===== src/lsu_defines.svh =====
`ifndef LSU_DEFINES_SVH
`define LSU_DEFINES_SVH

// ------------------------------------------------------------
// datapath widths
// ------------------------------------------------------------
`define LSU_XLEN 32
`define LSU_TRANS_ID_W 3

// ------------------------------------------------------------
// request queue and scratchpad sizing
// ------------------------------------------------------------
// queue entries, also the credits handed out after reset
`define LSU_QUEUE_DEPTH 4
// 32-bit words, byte range 0 .. 4*words-1
`define LSU_MEM_WORDS 64

// output register stages per result stream
`define LSU_LOAD_PIPE_DEPTH 1
`define LSU_STORE_PIPE_DEPTH 2

`endif


===== src/lsu_mem_pkg.sv =====
`include "lsu_defines.svh"

package lsu_mem_pkg;

    // riscv mcause numbering
    typedef enum logic [3:0] {
        CAUSE_LD_MISALIGNED = 4'd4,
        CAUSE_LD_ACCESS     = 4'd5,
        CAUSE_ST_MISALIGNED = 4'd6,
        CAUSE_ST_ACCESS     = 4'd7
    } ex_cause_e;

    typedef struct packed {
        logic                         valid;
        logic [`LSU_TRANS_ID_W-1:0]   trans_id;
        logic                         ex_valid;
        ex_cause_e                    ex_cause;
        logic [`LSU_XLEN-1:0]         ex_tval;
        logic [`LSU_XLEN-1:0]         data;
    } load_res_t;

    typedef struct packed {
        logic                         valid;
        logic [`LSU_TRANS_ID_W-1:0]   trans_id;
        logic                         ex_valid;
        ex_cause_e                    ex_cause;
        logic [`LSU_XLEN-1:0]         ex_tval;
    } store_res_t;

endpackage


===== src/lsu_op_pkg.sv =====
`include "lsu_defines.svh"

package lsu_op_pkg;

    // bit 3 store, bit 2 unsigned, bits 1:0 size
    typedef enum logic [3:0] {
        LB  = 4'h0,
        LH  = 4'h1,
        LW  = 4'h2,
        LBU = 4'h4,
        LHU = 4'h5,
        SB  = 4'h8,
        SH  = 4'h9,
        SW  = 4'ha
    } lsu_op_e;

    typedef enum logic [1:0] {
        SIZE_BYTE = 2'd0,
        SIZE_HALF = 2'd1,
        SIZE_WORD = 2'd2
    } size_e;

    // decoded request as it sits in the queue
    typedef struct packed {
        lsu_op_e                      op;
        logic                         is_store;
        logic [`LSU_XLEN-1:0]         addr;
        logic [`LSU_XLEN-1:0]         wdata;    // already on its byte lanes
        logic [`LSU_XLEN/8-1:0]       be;
        logic [`LSU_TRANS_ID_W-1:0]   trans_id;
        logic                         ex_valid;
        lsu_mem_pkg::ex_cause_e       ex_cause;
    } lsu_req_t;

endpackage


===== src/lsu_decode.sv =====
`timescale 1ns/1ps
`include "lsu_defines.svh"

module lsu_decode (
    input  logic                        clk_i,
    input  logic                        rst_ni,
    input  logic                        lsu_valid_i,
    input  lsu_op_pkg::lsu_op_e         lsu_op_i,
    input  logic [`LSU_XLEN-1:0]        operand_a_i,
    input  logic [`LSU_XLEN-1:0]        imm_i,
    input  logic [`LSU_XLEN-1:0]        store_data_i,
    input  logic [`LSU_TRANS_ID_W-1:0]  trans_id_i,
    output logic                        req_valid_o,
    output lsu_op_pkg::lsu_req_t        req_o
);

    logic [`LSU_XLEN-1:0]     vaddr;
    lsu_op_pkg::size_e        size;
    logic                     is_store;
    logic [`LSU_XLEN/8-1:0]   be;
    logic                     misaligned;
    logic                     out_of_range;
    lsu_mem_pkg::ex_cause_e   cause;

    // ------------------------------------------------------------
    // address generation
    // ------------------------------------------------------------
    // imm arrives sign extended, so a plain add wraps correctly
    assign vaddr = operand_a_i + imm_i;

    always_comb begin : op_decode
        case (lsu_op_i)
            lsu_op_pkg::LB, lsu_op_pkg::LBU, lsu_op_pkg::SB: size = lsu_op_pkg::SIZE_BYTE;
            lsu_op_pkg::LH, lsu_op_pkg::LHU, lsu_op_pkg::SH: size = lsu_op_pkg::SIZE_HALF;
            default:                                         size = lsu_op_pkg::SIZE_WORD;
        endcase
    end

    assign is_store = lsu_op_i inside {lsu_op_pkg::SB, lsu_op_pkg::SH, lsu_op_pkg::SW};

    // byte enables from the low address bits
    always_comb begin : be_gen
        case (size)
            lsu_op_pkg::SIZE_BYTE: be = 4'b0001 << vaddr[1:0];
            lsu_op_pkg::SIZE_HALF: be = 4'b0011 << vaddr[1:0];
            default:               be = 4'b1111;
        endcase
    end

    // ------------------------------------------------------------
    // exception checks
    // ------------------------------------------------------------
    assign misaligned = ((size == lsu_op_pkg::SIZE_HALF) && vaddr[0])
                     || ((size == lsu_op_pkg::SIZE_WORD) && (vaddr[1:0] != 2'b00));

    assign out_of_range = vaddr >= `LSU_XLEN'(4 * `LSU_MEM_WORDS);

    // misalignment wins over the range check
    always_comb begin : cause_sel
        if (misaligned) begin
            cause = is_store ? lsu_mem_pkg::CAUSE_ST_MISALIGNED
                             : lsu_mem_pkg::CAUSE_LD_MISALIGNED;
        end else begin
            cause = is_store ? lsu_mem_pkg::CAUSE_ST_ACCESS
                             : lsu_mem_pkg::CAUSE_LD_ACCESS;
        end
    end

    // ------------------------------------------------------------
    // request register
    // ------------------------------------------------------------
    always_ff @(posedge clk_i or negedge rst_ni) begin
        if (!rst_ni) begin
            req_valid_o <= 1'b0;
        end else begin
            req_valid_o <= lsu_valid_i;
        end
    end

    always_ff @(posedge clk_i) begin
        if (lsu_valid_i) begin
            req_o.op       <= lsu_op_i;
            req_o.is_store <= is_store;
            req_o.addr     <= vaddr;
            // store data moved onto its byte lanes
            req_o.wdata    <= store_data_i << {vaddr[1:0], 3'b000};
            req_o.be       <= be;
            req_o.trans_id <= trans_id_i;
            req_o.ex_valid <= misaligned | out_of_range;
            req_o.ex_cause <= cause;
        end
    end

    // sender must only issue known operation codes
    a_legal_op: assert property (@(posedge clk_i) disable iff (!rst_ni)
        lsu_valid_i |-> lsu_op_i inside {lsu_op_pkg::LB, lsu_op_pkg::LH, lsu_op_pkg::LW,
                                         lsu_op_pkg::LBU, lsu_op_pkg::LHU, lsu_op_pkg::SB,
                                         lsu_op_pkg::SH, lsu_op_pkg::SW})
        else $error("illegal lsu operation %0h", lsu_op_i);

endmodule


===== src/lsu_execute.sv =====
`timescale 1ns/1ps
`include "lsu_defines.svh"

module lsu_execute (
    input  logic                     clk_i,
    input  logic                     rst_ni,
    input  logic                     req_valid_i,
    input  lsu_op_pkg::lsu_req_t     req_i,
    output logic                     credit_o,
    output lsu_mem_pkg::load_res_t   load_res_o,
    output lsu_mem_pkg::store_res_t  store_res_o
);

    localparam int unsigned ptr_w = $clog2(`LSU_QUEUE_DEPTH);
    localparam int unsigned cnt_w = $clog2(`LSU_QUEUE_DEPTH + 1);
    localparam int unsigned aw    = $clog2(`LSU_MEM_WORDS);

    lsu_op_pkg::lsu_req_t    queue_q [`LSU_QUEUE_DEPTH];
    logic [ptr_w-1:0]        wr_ptr_q;
    logic [ptr_w-1:0]        rd_ptr_q;
    logic [cnt_w-1:0]        count_q;
    logic [cnt_w-1:0]        count_d;
    logic                    pop;
    lsu_op_pkg::lsu_req_t    head;
    logic [aw-1:0]           head_waddr;

    logic [`LSU_XLEN-1:0]    mem_q [`LSU_MEM_WORDS];
    logic [`LSU_XLEN-1:0]    rdata_q;
    logic                    ret_valid_q;
    lsu_op_pkg::lsu_req_t    ret_q;
    logic [`LSU_XLEN-1:0]    lane;
    logic [`LSU_XLEN-1:0]    load_data;

    function automatic logic [ptr_w-1:0] ptr_next(input logic [ptr_w-1:0] p);
        if (p == ptr_w'(`LSU_QUEUE_DEPTH - 1)) begin
            return '0;
        end
        return p + 1'b1;
    endfunction

    // ------------------------------------------------------------
    // request queue, one retire per cycle while non-empty
    // ------------------------------------------------------------
    assign pop      = (count_q != '0);
    assign credit_o = pop;
    assign head     = queue_q[rd_ptr_q];
    assign head_waddr = head.addr[aw+1:2];

    always_comb begin
        count_d = count_q;
        if (req_valid_i && !pop) begin
            count_d = count_q + 1'b1;
        end else if (!req_valid_i && pop) begin
            count_d = count_q - 1'b1;
        end
    end

    always_ff @(posedge clk_i or negedge rst_ni) begin
        if (!rst_ni) begin
            wr_ptr_q    <= '0;
            rd_ptr_q    <= '0;
            count_q     <= '0;
            ret_valid_q <= 1'b0;
        end else begin
            if (req_valid_i) begin
                wr_ptr_q <= ptr_next(wr_ptr_q);
            end
            if (pop) begin
                rd_ptr_q <= ptr_next(rd_ptr_q);
            end
            count_q     <= count_d;
            ret_valid_q <= pop;
        end
    end

    always_ff @(posedge clk_i) begin
        if (req_valid_i) begin
            queue_q[wr_ptr_q] <= req_i;
        end
        if (pop) begin
            ret_q <= head;
        end
        // faulting loads never touch the scratchpad
        if (pop && !head.is_store && !head.ex_valid) begin
            rdata_q <= mem_q[head_waddr];
        end
    end

    // ------------------------------------------------------------
    // scratchpad, cleared on reset
    // ------------------------------------------------------------
    always_ff @(posedge clk_i or negedge rst_ni) begin
        if (!rst_ni) begin
            for (int w = 0; w < `LSU_MEM_WORDS; w++) begin
                mem_q[w] <= '0;
            end
        end else if (pop && head.is_store && !head.ex_valid) begin
            for (int b = 0; b < `LSU_XLEN / 8; b++) begin
                if (head.be[b]) begin
                    mem_q[head_waddr][8*b +: 8] <= head.wdata[8*b +: 8];
                end
            end
        end
    end

    // ------------------------------------------------------------
    // load lane select and extension
    // ------------------------------------------------------------
    always_comb begin : load_extend
        lane = rdata_q >> {ret_q.addr[1:0], 3'b000};
        case (ret_q.op)
            lsu_op_pkg::LB:  load_data = {{(`LSU_XLEN-8){lane[7]}}, lane[7:0]};
            lsu_op_pkg::LBU: load_data = {{(`LSU_XLEN-8){1'b0}}, lane[7:0]};
            lsu_op_pkg::LH:  load_data = {{(`LSU_XLEN-16){lane[15]}}, lane[15:0]};
            lsu_op_pkg::LHU: load_data = {{(`LSU_XLEN-16){1'b0}}, lane[15:0]};
            default:         load_data = lane;
        endcase
        if (ret_q.ex_valid) begin
            load_data = '0;
        end
    end

    assign load_res_o.valid    = ret_valid_q & ~ret_q.is_store;
    assign load_res_o.trans_id = ret_q.trans_id;
    assign load_res_o.ex_valid = ret_q.ex_valid;
    assign load_res_o.ex_cause = ret_q.ex_cause;
    assign load_res_o.ex_tval  = ret_q.ex_valid ? ret_q.addr : '0;
    assign load_res_o.data     = load_data;

    assign store_res_o.valid    = ret_valid_q & ret_q.is_store;
    assign store_res_o.trans_id = ret_q.trans_id;
    assign store_res_o.ex_valid = ret_q.ex_valid;
    assign store_res_o.ex_cause = ret_q.ex_cause;
    assign store_res_o.ex_tval  = ret_q.ex_valid ? ret_q.addr : '0;

    // credits at the sender keep the queue from overflowing
    a_no_push_full: assert property (@(posedge clk_i) disable iff (!rst_ni)
        req_valid_i |-> (count_q < cnt_w'(`LSU_QUEUE_DEPTH)))
        else $error("request written into a full queue");

    a_one_stream: assert property (@(posedge clk_i) disable iff (!rst_ni)
        !(load_res_o.valid && store_res_o.valid))
        else $error("load and store results in the same cycle");

endmodule


===== src/lsu_result_pipe.sv =====
`timescale 1ns/1ps

module lsu_result_pipe #(
    parameter type         dtype = logic,
    parameter int unsigned depth = 1
) (
    input  logic clk_i,
    input  logic rst_ni,
    input  dtype d_i,
    output dtype d_o
);

    dtype stage_q [depth];

    if (depth < 1) begin : gen_depth_check
        $error("lsu_result_pipe needs at least one stage");
    end

    // ------------------------------------------------------------
    // shift register, zero payload means not valid
    // ------------------------------------------------------------
    always_ff @(posedge clk_i or negedge rst_ni) begin
        if (!rst_ni) begin
            for (int i = 0; i < depth; i++) begin
                stage_q[i] <= '0;
            end
        end else begin
            stage_q[0] <= d_i;
            for (int i = 1; i < depth; i++) begin
                stage_q[i] <= stage_q[i-1];
            end
        end
    end

    assign d_o = stage_q[depth-1];

endmodule


===== src/lsu_top.sv =====
`timescale 1ns/1ps
`include "lsu_defines.svh"

module lsu_top (
    input  logic                        clk_i,
    input  logic                        rst_ni,
    input  logic                        lsu_valid_i,
    input  lsu_op_pkg::lsu_op_e         lsu_op_i,
    input  logic [`LSU_XLEN-1:0]        operand_a_i,
    input  logic [`LSU_XLEN-1:0]        imm_i,
    input  logic [`LSU_XLEN-1:0]        store_data_i,
    input  logic [`LSU_TRANS_ID_W-1:0]  trans_id_i,
    output logic                        credit_o,
    output logic                        load_valid_o,
    output logic [`LSU_TRANS_ID_W-1:0]  load_trans_id_o,
    output logic [`LSU_XLEN-1:0]        load_data_o,
    output logic                        load_ex_valid_o,
    output lsu_mem_pkg::ex_cause_e      load_ex_cause_o,
    output logic [`LSU_XLEN-1:0]        load_ex_tval_o,
    output logic                        store_valid_o,
    output logic [`LSU_TRANS_ID_W-1:0]  store_trans_id_o,
    output logic                        store_ex_valid_o,
    output lsu_mem_pkg::ex_cause_e      store_ex_cause_o,
    output logic [`LSU_XLEN-1:0]        store_ex_tval_o
);

    logic                     req_valid;
    lsu_op_pkg::lsu_req_t     req;
    lsu_mem_pkg::load_res_t   load_res;
    lsu_mem_pkg::store_res_t  store_res;
    lsu_mem_pkg::load_res_t   load_out;
    lsu_mem_pkg::store_res_t  store_out;

    lsu_decode u_decode (
        .clk_i, .rst_ni, .lsu_valid_i, .lsu_op_i,
        .operand_a_i, .imm_i, .store_data_i, .trans_id_i,
        .req_valid_o (req_valid),
        .req_o       (req)
    );

    lsu_execute u_execute (
        .clk_i, .rst_ni, .credit_o,
        .req_valid_i (req_valid),
        .req_i       (req),
        .load_res_o  (load_res),
        .store_res_o (store_res)
    );

    // ------------------------------------------------------------
    // output pipelines, one per stream
    // ------------------------------------------------------------
    lsu_result_pipe #(
        .dtype (lsu_mem_pkg::load_res_t),
        .depth (`LSU_LOAD_PIPE_DEPTH)
    ) u_load_pipe (.clk_i, .rst_ni, .d_i (load_res), .d_o (load_out));

    lsu_result_pipe #(
        .dtype (lsu_mem_pkg::store_res_t),
        .depth (`LSU_STORE_PIPE_DEPTH)
    ) u_store_pipe (.clk_i, .rst_ni, .d_i (store_res), .d_o (store_out));

    assign load_valid_o     = load_out.valid;
    assign load_trans_id_o  = load_out.trans_id;
    assign load_data_o      = load_out.data;
    assign load_ex_valid_o  = load_out.ex_valid;
    assign load_ex_cause_o  = load_out.ex_cause;
    assign load_ex_tval_o   = load_out.ex_tval;
    assign store_valid_o    = store_out.valid;
    assign store_trans_id_o = store_out.trans_id;
    assign store_ex_valid_o = store_out.ex_valid;
    assign store_ex_cause_o = store_out.ex_cause;
    assign store_ex_tval_o  = store_out.ex_tval;

endmodule


===== config.mk =====
export PLATFORM = sky130hd
export DESIGN_NAME = lsu_top
export DESIGN_NICKNAME = d
export VERILOG_FILES = /design/src/lsu_mem_pkg.sv /design/src/lsu_op_pkg.sv /design/src/lsu_decode.sv /design/src/lsu_execute.sv /design/src/lsu_result_pipe.sv /design/src/lsu_top.sv
export VERILOG_INCLUDE_DIRS = /design/src
export SDC_FILE = /design/constraint.sdc
export NUM_CORES = 2
export LEC_CHECK = 0
export BUFFER_PORTS_ARGS = -buffer_cell sky130_fd_sc_hd__buf_2
export CAP_MARGIN = 15
export CORE_ASPECT_RATIO = 2
export CORE_MARGIN = 4
export CORE_UTILIZATION = 34
export DETAILED_ROUTE_END_ITERATION = 10
export GPL_ROUTABILITY_DRIVEN = 0
export PLACE_DENSITY = 0.58
export SLEW_MARGIN = 15
export SYNTH_ARGS = -nofsm -noshare
export SYNTH_HDL_FRONTEND = slang
export SYNTH_SLANG_ARGS = --single-unit

===== constraint.sdc =====
create_clock -name clk_i -period 7.9 [get_ports clk_i]
set_input_delay 1.975 -clock clk_i [delete_from_list [all_inputs] [get_ports clk_i]]
set_output_delay 1.975 -clock clk_i [all_outputs]
set_load 0.05 [all_outputs]

Word-level counts from Yosys, hierarchy flattened
Memory sizes are Yosys's and may differ from the RTL's.
Index checks and enable logic that the tools add are counted.

word-level totals
  memories kept = 1
  logic and storage cells = 192
  flip-flop bits (word level) = 2,330
  memory bits (writable) = 324
  input port bits = 106

memories
  name               depth  bits a word  rd ports  clocked after memory_dff  wr ports  line               source
  u_execute.queue_q  4      81           1         0                         1         lsu_execute.sv:18  lsu_op_pkg::lsu_req_t queue_q [`LSU_QUEUE_DEPTH];

cells by class
  multiplexer cells = 42
  add/subtract/negate cells = 5
  equality and inequality tests = 13
  shift-type cells = 4
  bitwise logic cells = 5
  reductions and logical operators = 23
  magnitude comparators = 3

operators with widths
  operator                                                             count
  two-way mux 2048 bit                                                 7
  bitwise mux 2048 bit                                                 4
  demux 32 bit (select 6 bit)                                          4
  binary-select mux 32 bit (select 6 bit)                              1
  two-way mux 32 bit                                                   5
  case mux 32 bit (4 select lines)                                     1
  adder 32 bit                                                         1
  greater-or-equal comparator 32 x 9 -> 1 bit (second input constant)  1
  left shift 32 x 5 -> 32 bit                                          1
  >> shifter 32 x 5 -> 32 bit                                          1
  two-way mux 24 bit                                                   1
  equality test 4 x 3 -> 1 bit (second input constant)                 4
  two-way mux 16 bit                                                   1
  equality test 4 bit (second input constant)                          3
  two-way mux 2 bit                                                    6
  logical AND 1 bit                                                    9
  equality test 4 x 1 -> 1 bit (second input constant)                 2
  zero test 4 bit                                                      2
  two-way mux 8 bit                                                    1
  case mux 4 bit (2 select lines)                                      1
  greater-or-equal comparator 7 bit (second input constant)            1
  < comparator 7 x 1 -> 1 bit (second input constant)                  1
  inverter 6 -> 7 bit                                                  1
  equality test 2 bit (second input constant)                          3
  other kinds (19)                                                     33

Depth between registers and ports, before layout
An unclocked memory read counts as a cell.

  depth in word-level cells = 17
  gate-level depth with buffers = 13
  mapped depth without buffers = 12

Hierarchy
Synthesis repeated with hierarchy kept, for this count alone.

second synthesis, totals
  cell total of the unflattened synthesis = 9,346
  area total of the unflattened synthesis = 118,312.2 µm²

modules (own cells, without submodules)
  module                          instances  area an instance (µm²)  cells each
  lsu_execute                     1          109,277.3               8,710
  lsu_decode                      1          4,848.4                 440
  lsu_result_pipe (u_store_pipe)  1          2,359.8                 123
  lsu_result_pipe (u_load_pipe)   1          1,826.8                 73

Least setup slack after synthesis
OpenSTA, ideal clock, no wires.

  path type = input port to flip-flop
  start = in operand_a_i[0]
  end = reg u_decode.req_o[4] (netlist name) (data pin)
  stages on the path = 12
  arrival = 4.337 ns
  setup slack = 3.293 ns
  library setup time = 0.270 ns
  cell sequence = ha_1 -> inv_1 -> fa_1 -> nand2b_1 -> a21oi_1 -> o21ai_0 -> o41ai_1 -> xor2_1 -> a2111oi_0 -> o2111ai_1 -> nor4_1 -> nand4bb_1

RTL lines
  item                                         line              source
  from (decl)                                  lsu_top.sv:9      input logic [`LSU_XLEN-1:0] operand_a_i,
  adder 32 bit                                 lsu_decode.sv:29  assign vaddr = operand_a_i + imm_i;
  net u_decode.vaddr[16]                       lsu_decode.sv:17  logic [`LSU_XLEN-1:0] vaddr;
  greater-or-equal comparator 32 x 9 -> 1 bit  lsu_decode.sv:56  assign out_of_range = vaddr >= `LSU_XLEN'(4 * `LSU_MEM_WORDS);
  OR 1 bit                                     lsu_decode.sv:89  req_o.ex_valid <= misaligned | out_of_range;
  to (decl)                                    lsu_decode.sv:14  output lsu_op_pkg::lsu_req_t req_o

The timed path passes the listed nets, and every way through them passes these cells.
A chain may end at the register's enable or synchronous reset.

Final worst setup path
  start = reg u_execute.rd_ptr_q[1]
  end = reg u_execute.mem_q[1857] (netlist name)

between the ends
  longest elaborated chain between the ends = 17

ends and longest elaborated chain
  item                                                                                                    line                source
  from (decl)                                                                                             lsu_execute.sv:20   logic [ptr_w-1:0] rd_ptr_q;
  from (signal assigned)                                                                                  lsu_execute.sv:69   rd_ptr_q <= ptr_next(rd_ptr_q);
  memory (4 x 81 bit) *                                                                                   -
  inverter 6 -> 7 bit (implied by the code)                                                               lsu_execute.sv:100  mem_q[head_waddr][8*b +: 8] <= head.wdata[8*b +: 8];
  greater-or-equal comparator 7 bit (implied by the code) or < comparator 7 x 1 -> 1 bit (tied branches)  lsu_execute.sv:100
  logical AND 1 bit (implied by the code)                                                                 lsu_execute.sv:100
  two-way mux 8 bit (implied by the code)                                                                 lsu_execute.sv:100
  demux 32 bit (select 6 bit)                                                                             lsu_execute.sv:100
  bitwise mux 2048 bit                                                                                    lsu_execute.sv:100
  two-way mux 2048 bit                                                                                    lsu_execute.sv:99   if (head.be[b]) begin
  two-way mux 2048 bit                                                                                    lsu_execute.sv:97   end else if (pop && head.is_store && !head.ex_valid) begin
  bitwise mux 2048 bit                                                                                    lsu_execute.sv:100
  two-way mux 2048 bit                                                                                    lsu_execute.sv:99
  two-way mux 2048 bit                                                                                    lsu_execute.sv:97
  bitwise mux 2048 bit                                                                                    lsu_execute.sv:100
  two-way mux 2048 bit                                                                                    lsu_execute.sv:99
  two-way mux 2048 bit                                                                                    lsu_execute.sv:97
  bitwise mux 2048 bit                                                                                    lsu_execute.sv:100
  two-way mux 2048 bit                                                                                    lsu_execute.sv:99
  to (signal, indexed assignment)                                                                         lsu_execute.sv:100
  to (decl)                                                                                               lsu_execute.sv:27   logic [`LSU_XLEN-1:0] mem_q [`LSU_MEM_WORDS];

Mark *: on every way between the ends. The rest lies on a longest branch, timed or not. The select of a mux whose other input is x is not followed.

==> impl_metrics.env <==
export IMPL_final_core_util_pct=38.2
export IMPL_gr_total_overflow=0
export IMPL_cts_tree="yes"
export IMPL_core_um2=325000
export IMPL_async_flop_share_pct=82.4
export IMPL_cts_buffer_depth=4
export IMPL_area_growth_pct=11.8
export IMPL_fmax_ghz=0.173
export IMPL_synthCells=9023
export IMPL_grt_pass1_wl_mm=543
export IMPL_io_pins=221
export IMPL_cp_data_required_time_ns=8.65
export IMPL_min_path_cells=0
export IMPL_reg2regPathDepth=9
export IMPL_die_area_um2=336000
export IMPL_path_class="reg -> reg"
export IMPL_clk_latency_ns=0.94
export IMPL_cp_data_arrival_time_ns=6.54
export IMPL_fin_area_um2=124000
export IMPL_timing_rr_end="u_execute.mem_q[1857]$_DFFE_PN0P_"
export IMPL_dr_pass1_iters=6
export IMPL_clk_root_buffer_cell="clkbuf_16"
export IMPL_hold_violations=0
export IMPL_peakVddDrop_mv=0.419
export IMPL_routed_wl_mm=374
export IMPL_syn_cell_area_um2=111000
export IMPL_num_vias=75469
export IMPL_synth_area_per_cell_um2=12.3
export IMPL_antenna_found_initial=8
export IMPL_finalClockSkew_ns=0.0950
export IMPL_cts_hold_buf=0
export IMPL_seq_area_um2=68200
export IMPL_tns_ns=0
export IMPL_synth_area_leaders="dfrtp_1 (49%), edfxtp_1 (13%), mux2_2 (9.6%), o21ai_0 (5.1%), a22oi_1 (4.3%)"
export IMPL_placed_area_um2=117000
export IMPL_synth_top_area_share_pct=48.9
export IMPL_end_kind="flip-flop"
export IMPL_slew_headroom_pct=14.6
export IMPL_cts_sinks=2634
export IMPL_start_util_pct=34.1
export IMPL_hold_path_end="u_store_pipe.stage_q[73]$_DFF_PN0_"
export IMPL_first_global_vias=78041
export IMPL_die_w_um=412
export IMPL_postRouteAntennaNets=0
export IMPL_path_clk_slew_ns=0.07
export IMPL_synth_edff_count=464
export IMPL_place_ws_ns=2.12
export IMPL_routed_via_density=5.62
export IMPL_drv_slew=0
export IMPL_path_max_fanout=17
export IMPL_setup_slack_ns=2.11
export IMPL_drt_iter0_drc=6392
export IMPL_grt_max_degree=181
export IMPL_layout_nets=9077
export IMPL_drc=0
export IMPL_min_period_ns=5.79
export IMPL_post_dp_hpwl_mm=253
export IMPL_hp_start="u_execute.load_res_o[64]$_DFFE_PN_"
export IMPL_r2r_start="u_execute.rd_ptr_q[1]$_DFFE_PN0N_"
export IMPL_cts_max_level=4
export IMPL_status="finished clean"
export IMPL_reg2reg_slack_ns=2.11
export IMPL_cts_setup_buffers=0
export IMPL_yosysWarnings=0
export IMPL_start_kind="flip-flop"
export IMPL_wl_per_cell_um=27.9
export IMPL_multi_input_area_um2=39700
export IMPL_synth_ff_type="dfrtp_1"
export IMPL_drive_gt1_share_pct=22.0
export IMPL_ys_seq_area_share_pct=61.5
export IMPL_port_buffers=218
export IMPL_die_h_um=816
export IMPL_setup_violations=0
export IMPL_leakage_nw=52.4
export IMPL_row_count=296
export IMPL_power_density_nw_per_um2=381
export IMPL_cts_repair_resized=0
export IMPL_period_share_pct=73.3
export IMPL_worstMarginPinSlew_ns=1.28
export IMPL_max_cap_violations=0
export IMPL_hold_class="reg -> reg"
export IMPL_hold_ws_ns=0.277
export IMPL_netlist_cell_type_count=76
export IMPL_grtUsageTotal_pct=21.8
export IMPL_ys_seq_elements=2634
export IMPL_cts_buffers_inserted=225
export IMPL_synth_top_cell_by_area="dfrtp_1"
export IMPL_nFillCells=31324
export IMPL_rsz0062_at_grt="false"
[layout by cell type (no fill, tap or decap), types with 71 or more instances in the layout]
master and instances:
a21oi_1 100, a221oi_1 190, a22o_1 195, a22oi_1 640
a31oi_1 195, buf_2 216, buf_4 175, clkbuf_16 230
dfrtp_1 2168, edfxtp_1 464, mux2_1 122, mux2_2 943
mux2i_1 71, nand2_1 1272, nor2_1 97, nor2_4 120
o21ai_0 1089
[cells in the mapped netlist, drive strengths merged (5+ instances only)]
master	instances
buf	286
edfxtp	464
o211ai	11
nand2	1293
o21ai	1125
a22o	195
ha	37
xor2	7
a41oi	24
and2	49
a31oi	195
nand4	44
mux2i	71
inv	19
or3	8
a22oi	640
a21o	6
and4	5
o211a	8
a21oi	100
nor3	18
and3	13
a221oi	195
mux2	1065
nor2	243
o21a	39
nand3	41
nor2b	23
nand2b	8
mux4	40
nor4	36
clkbuf	459
dfrtp	2170
xnor2	13
a211oi	28
[stage by stage]
stage | total power [mW] | instances
after floorplan | 28.9 | 9024
after CTS | 47.3 | 13433
after detailed placement | 35.8 | 13027
final | 47.3 | 13439
after global placement | 35.3 | 13027
after global routing | 49.2 | 13434
[state kept, by name, indices dropped and copies added (netlist names), 2 cells and up]
name / count
u_execute.mem_q: 2048
u_store_pipe.stage_q: 40
u_execute.queue_q: 312
u_store_pipe.d_o: 40
u_execute.ret_q: 37
u_execute.rdata_q: 32
u_execute.rd_ptr_q: 2
u_decode.req_o: 78
u_execute.count_q: 3
u_execute.load_res_o: 5
u_execute.wr_ptr_q: 2
u_load_pipe.d_o: 33
[kinds of logic after synthesis]
kind of cell / after synthesis / synth area share (%)
AOI/OAI and AO/OA: 2595 / 15.1
buffers and inverters: 765 / 3.05
DFF: 2634 / 61.5
adders and majority gates: 38 / 0.435
xor gates and xnor gates: 20 / 0.158
and+or+nand+nor: 1793 / 7.51
other: 2 / 0.00676
muxes: 1176 / 12.3
[worst max-delay path, stage by stage, from the launching register on]
cell and delay [ns]:
dfrtp_4 0.55, mux2_1 0.37, o21ai_4 0.77, inv_2 0.50, nor2_2 0.17, buf_4 0.28
nand2_1 0.66, nor2_1 1.18, nand2_1 0.73, o21ai_0 0.36
[area by class of cell]
class / instances / share of cell area, %
sequential: 2634 / 55.0
clock buffer: 327 / 5.31
inverter: 20 / 0.0605
clock inverter: 79 / 0.738
timing repair buffer: 427 / 2.51
antenna: 6 / 0.0121
tap: 4321 / 4.36
multi-input combinational: 5625 / 32.0
[how the worst max path moves through the flow]
stage / startpoint / end / slack (ns) / cells after the start
2_1_floorplan: operand_a_i[0] / u_decode.req_o[4]$_DFFE_PP_ / 3.29 / 12
3_3_place_gp: operand_a_i[1] / u_decode.req_o[4]$_DFFE_PP_ / 2.13 / 11
3_5_place_dp: operand_a_i[0] / u_decode.req_o[4]$_DFFE_PP_ / 2.12 / 13
4_1_cts: u_execute.rd_ptr_q[1]$_DFFE_PN0N_ / u_execute.mem_q[1950]$_DFFE_PN0P_ / 2.25 / 9
5_1_grt: u_execute.rd_ptr_q[1]$_DFFE_PN0N_ / u_execute.mem_q[1857]$_DFFE_PN0P_ / 2.08 / 10
6_report: u_execute.rd_ptr_q[1]$_DFFE_PN0N_ / u_execute.mem_q[1857]$_DFFE_PN0P_ / 2.11 / 9
[report_power, final]
part	total, mW	switching (mW)	internal [mW]
Sequential	20.0	2.14	17.8
Clock	11.5	5.17	6.35
Combinational	15.8	11.7	4.07
Total	47.3	19.0	28.2
[metal layers]
metal / global-route usage [%] / up-vias / share of wire (%)
li1: - / 32734 / -
met1: 23.7 / 38789 / 35
met2: 38.1 / 2927 / 50
met3: 2.69 / 1015 / 5.0
met4: 17.1 / 4 / 9.6
met5: 0 / - / 0.0080
No activity file was read; power rests on OpenSTA's default activity.
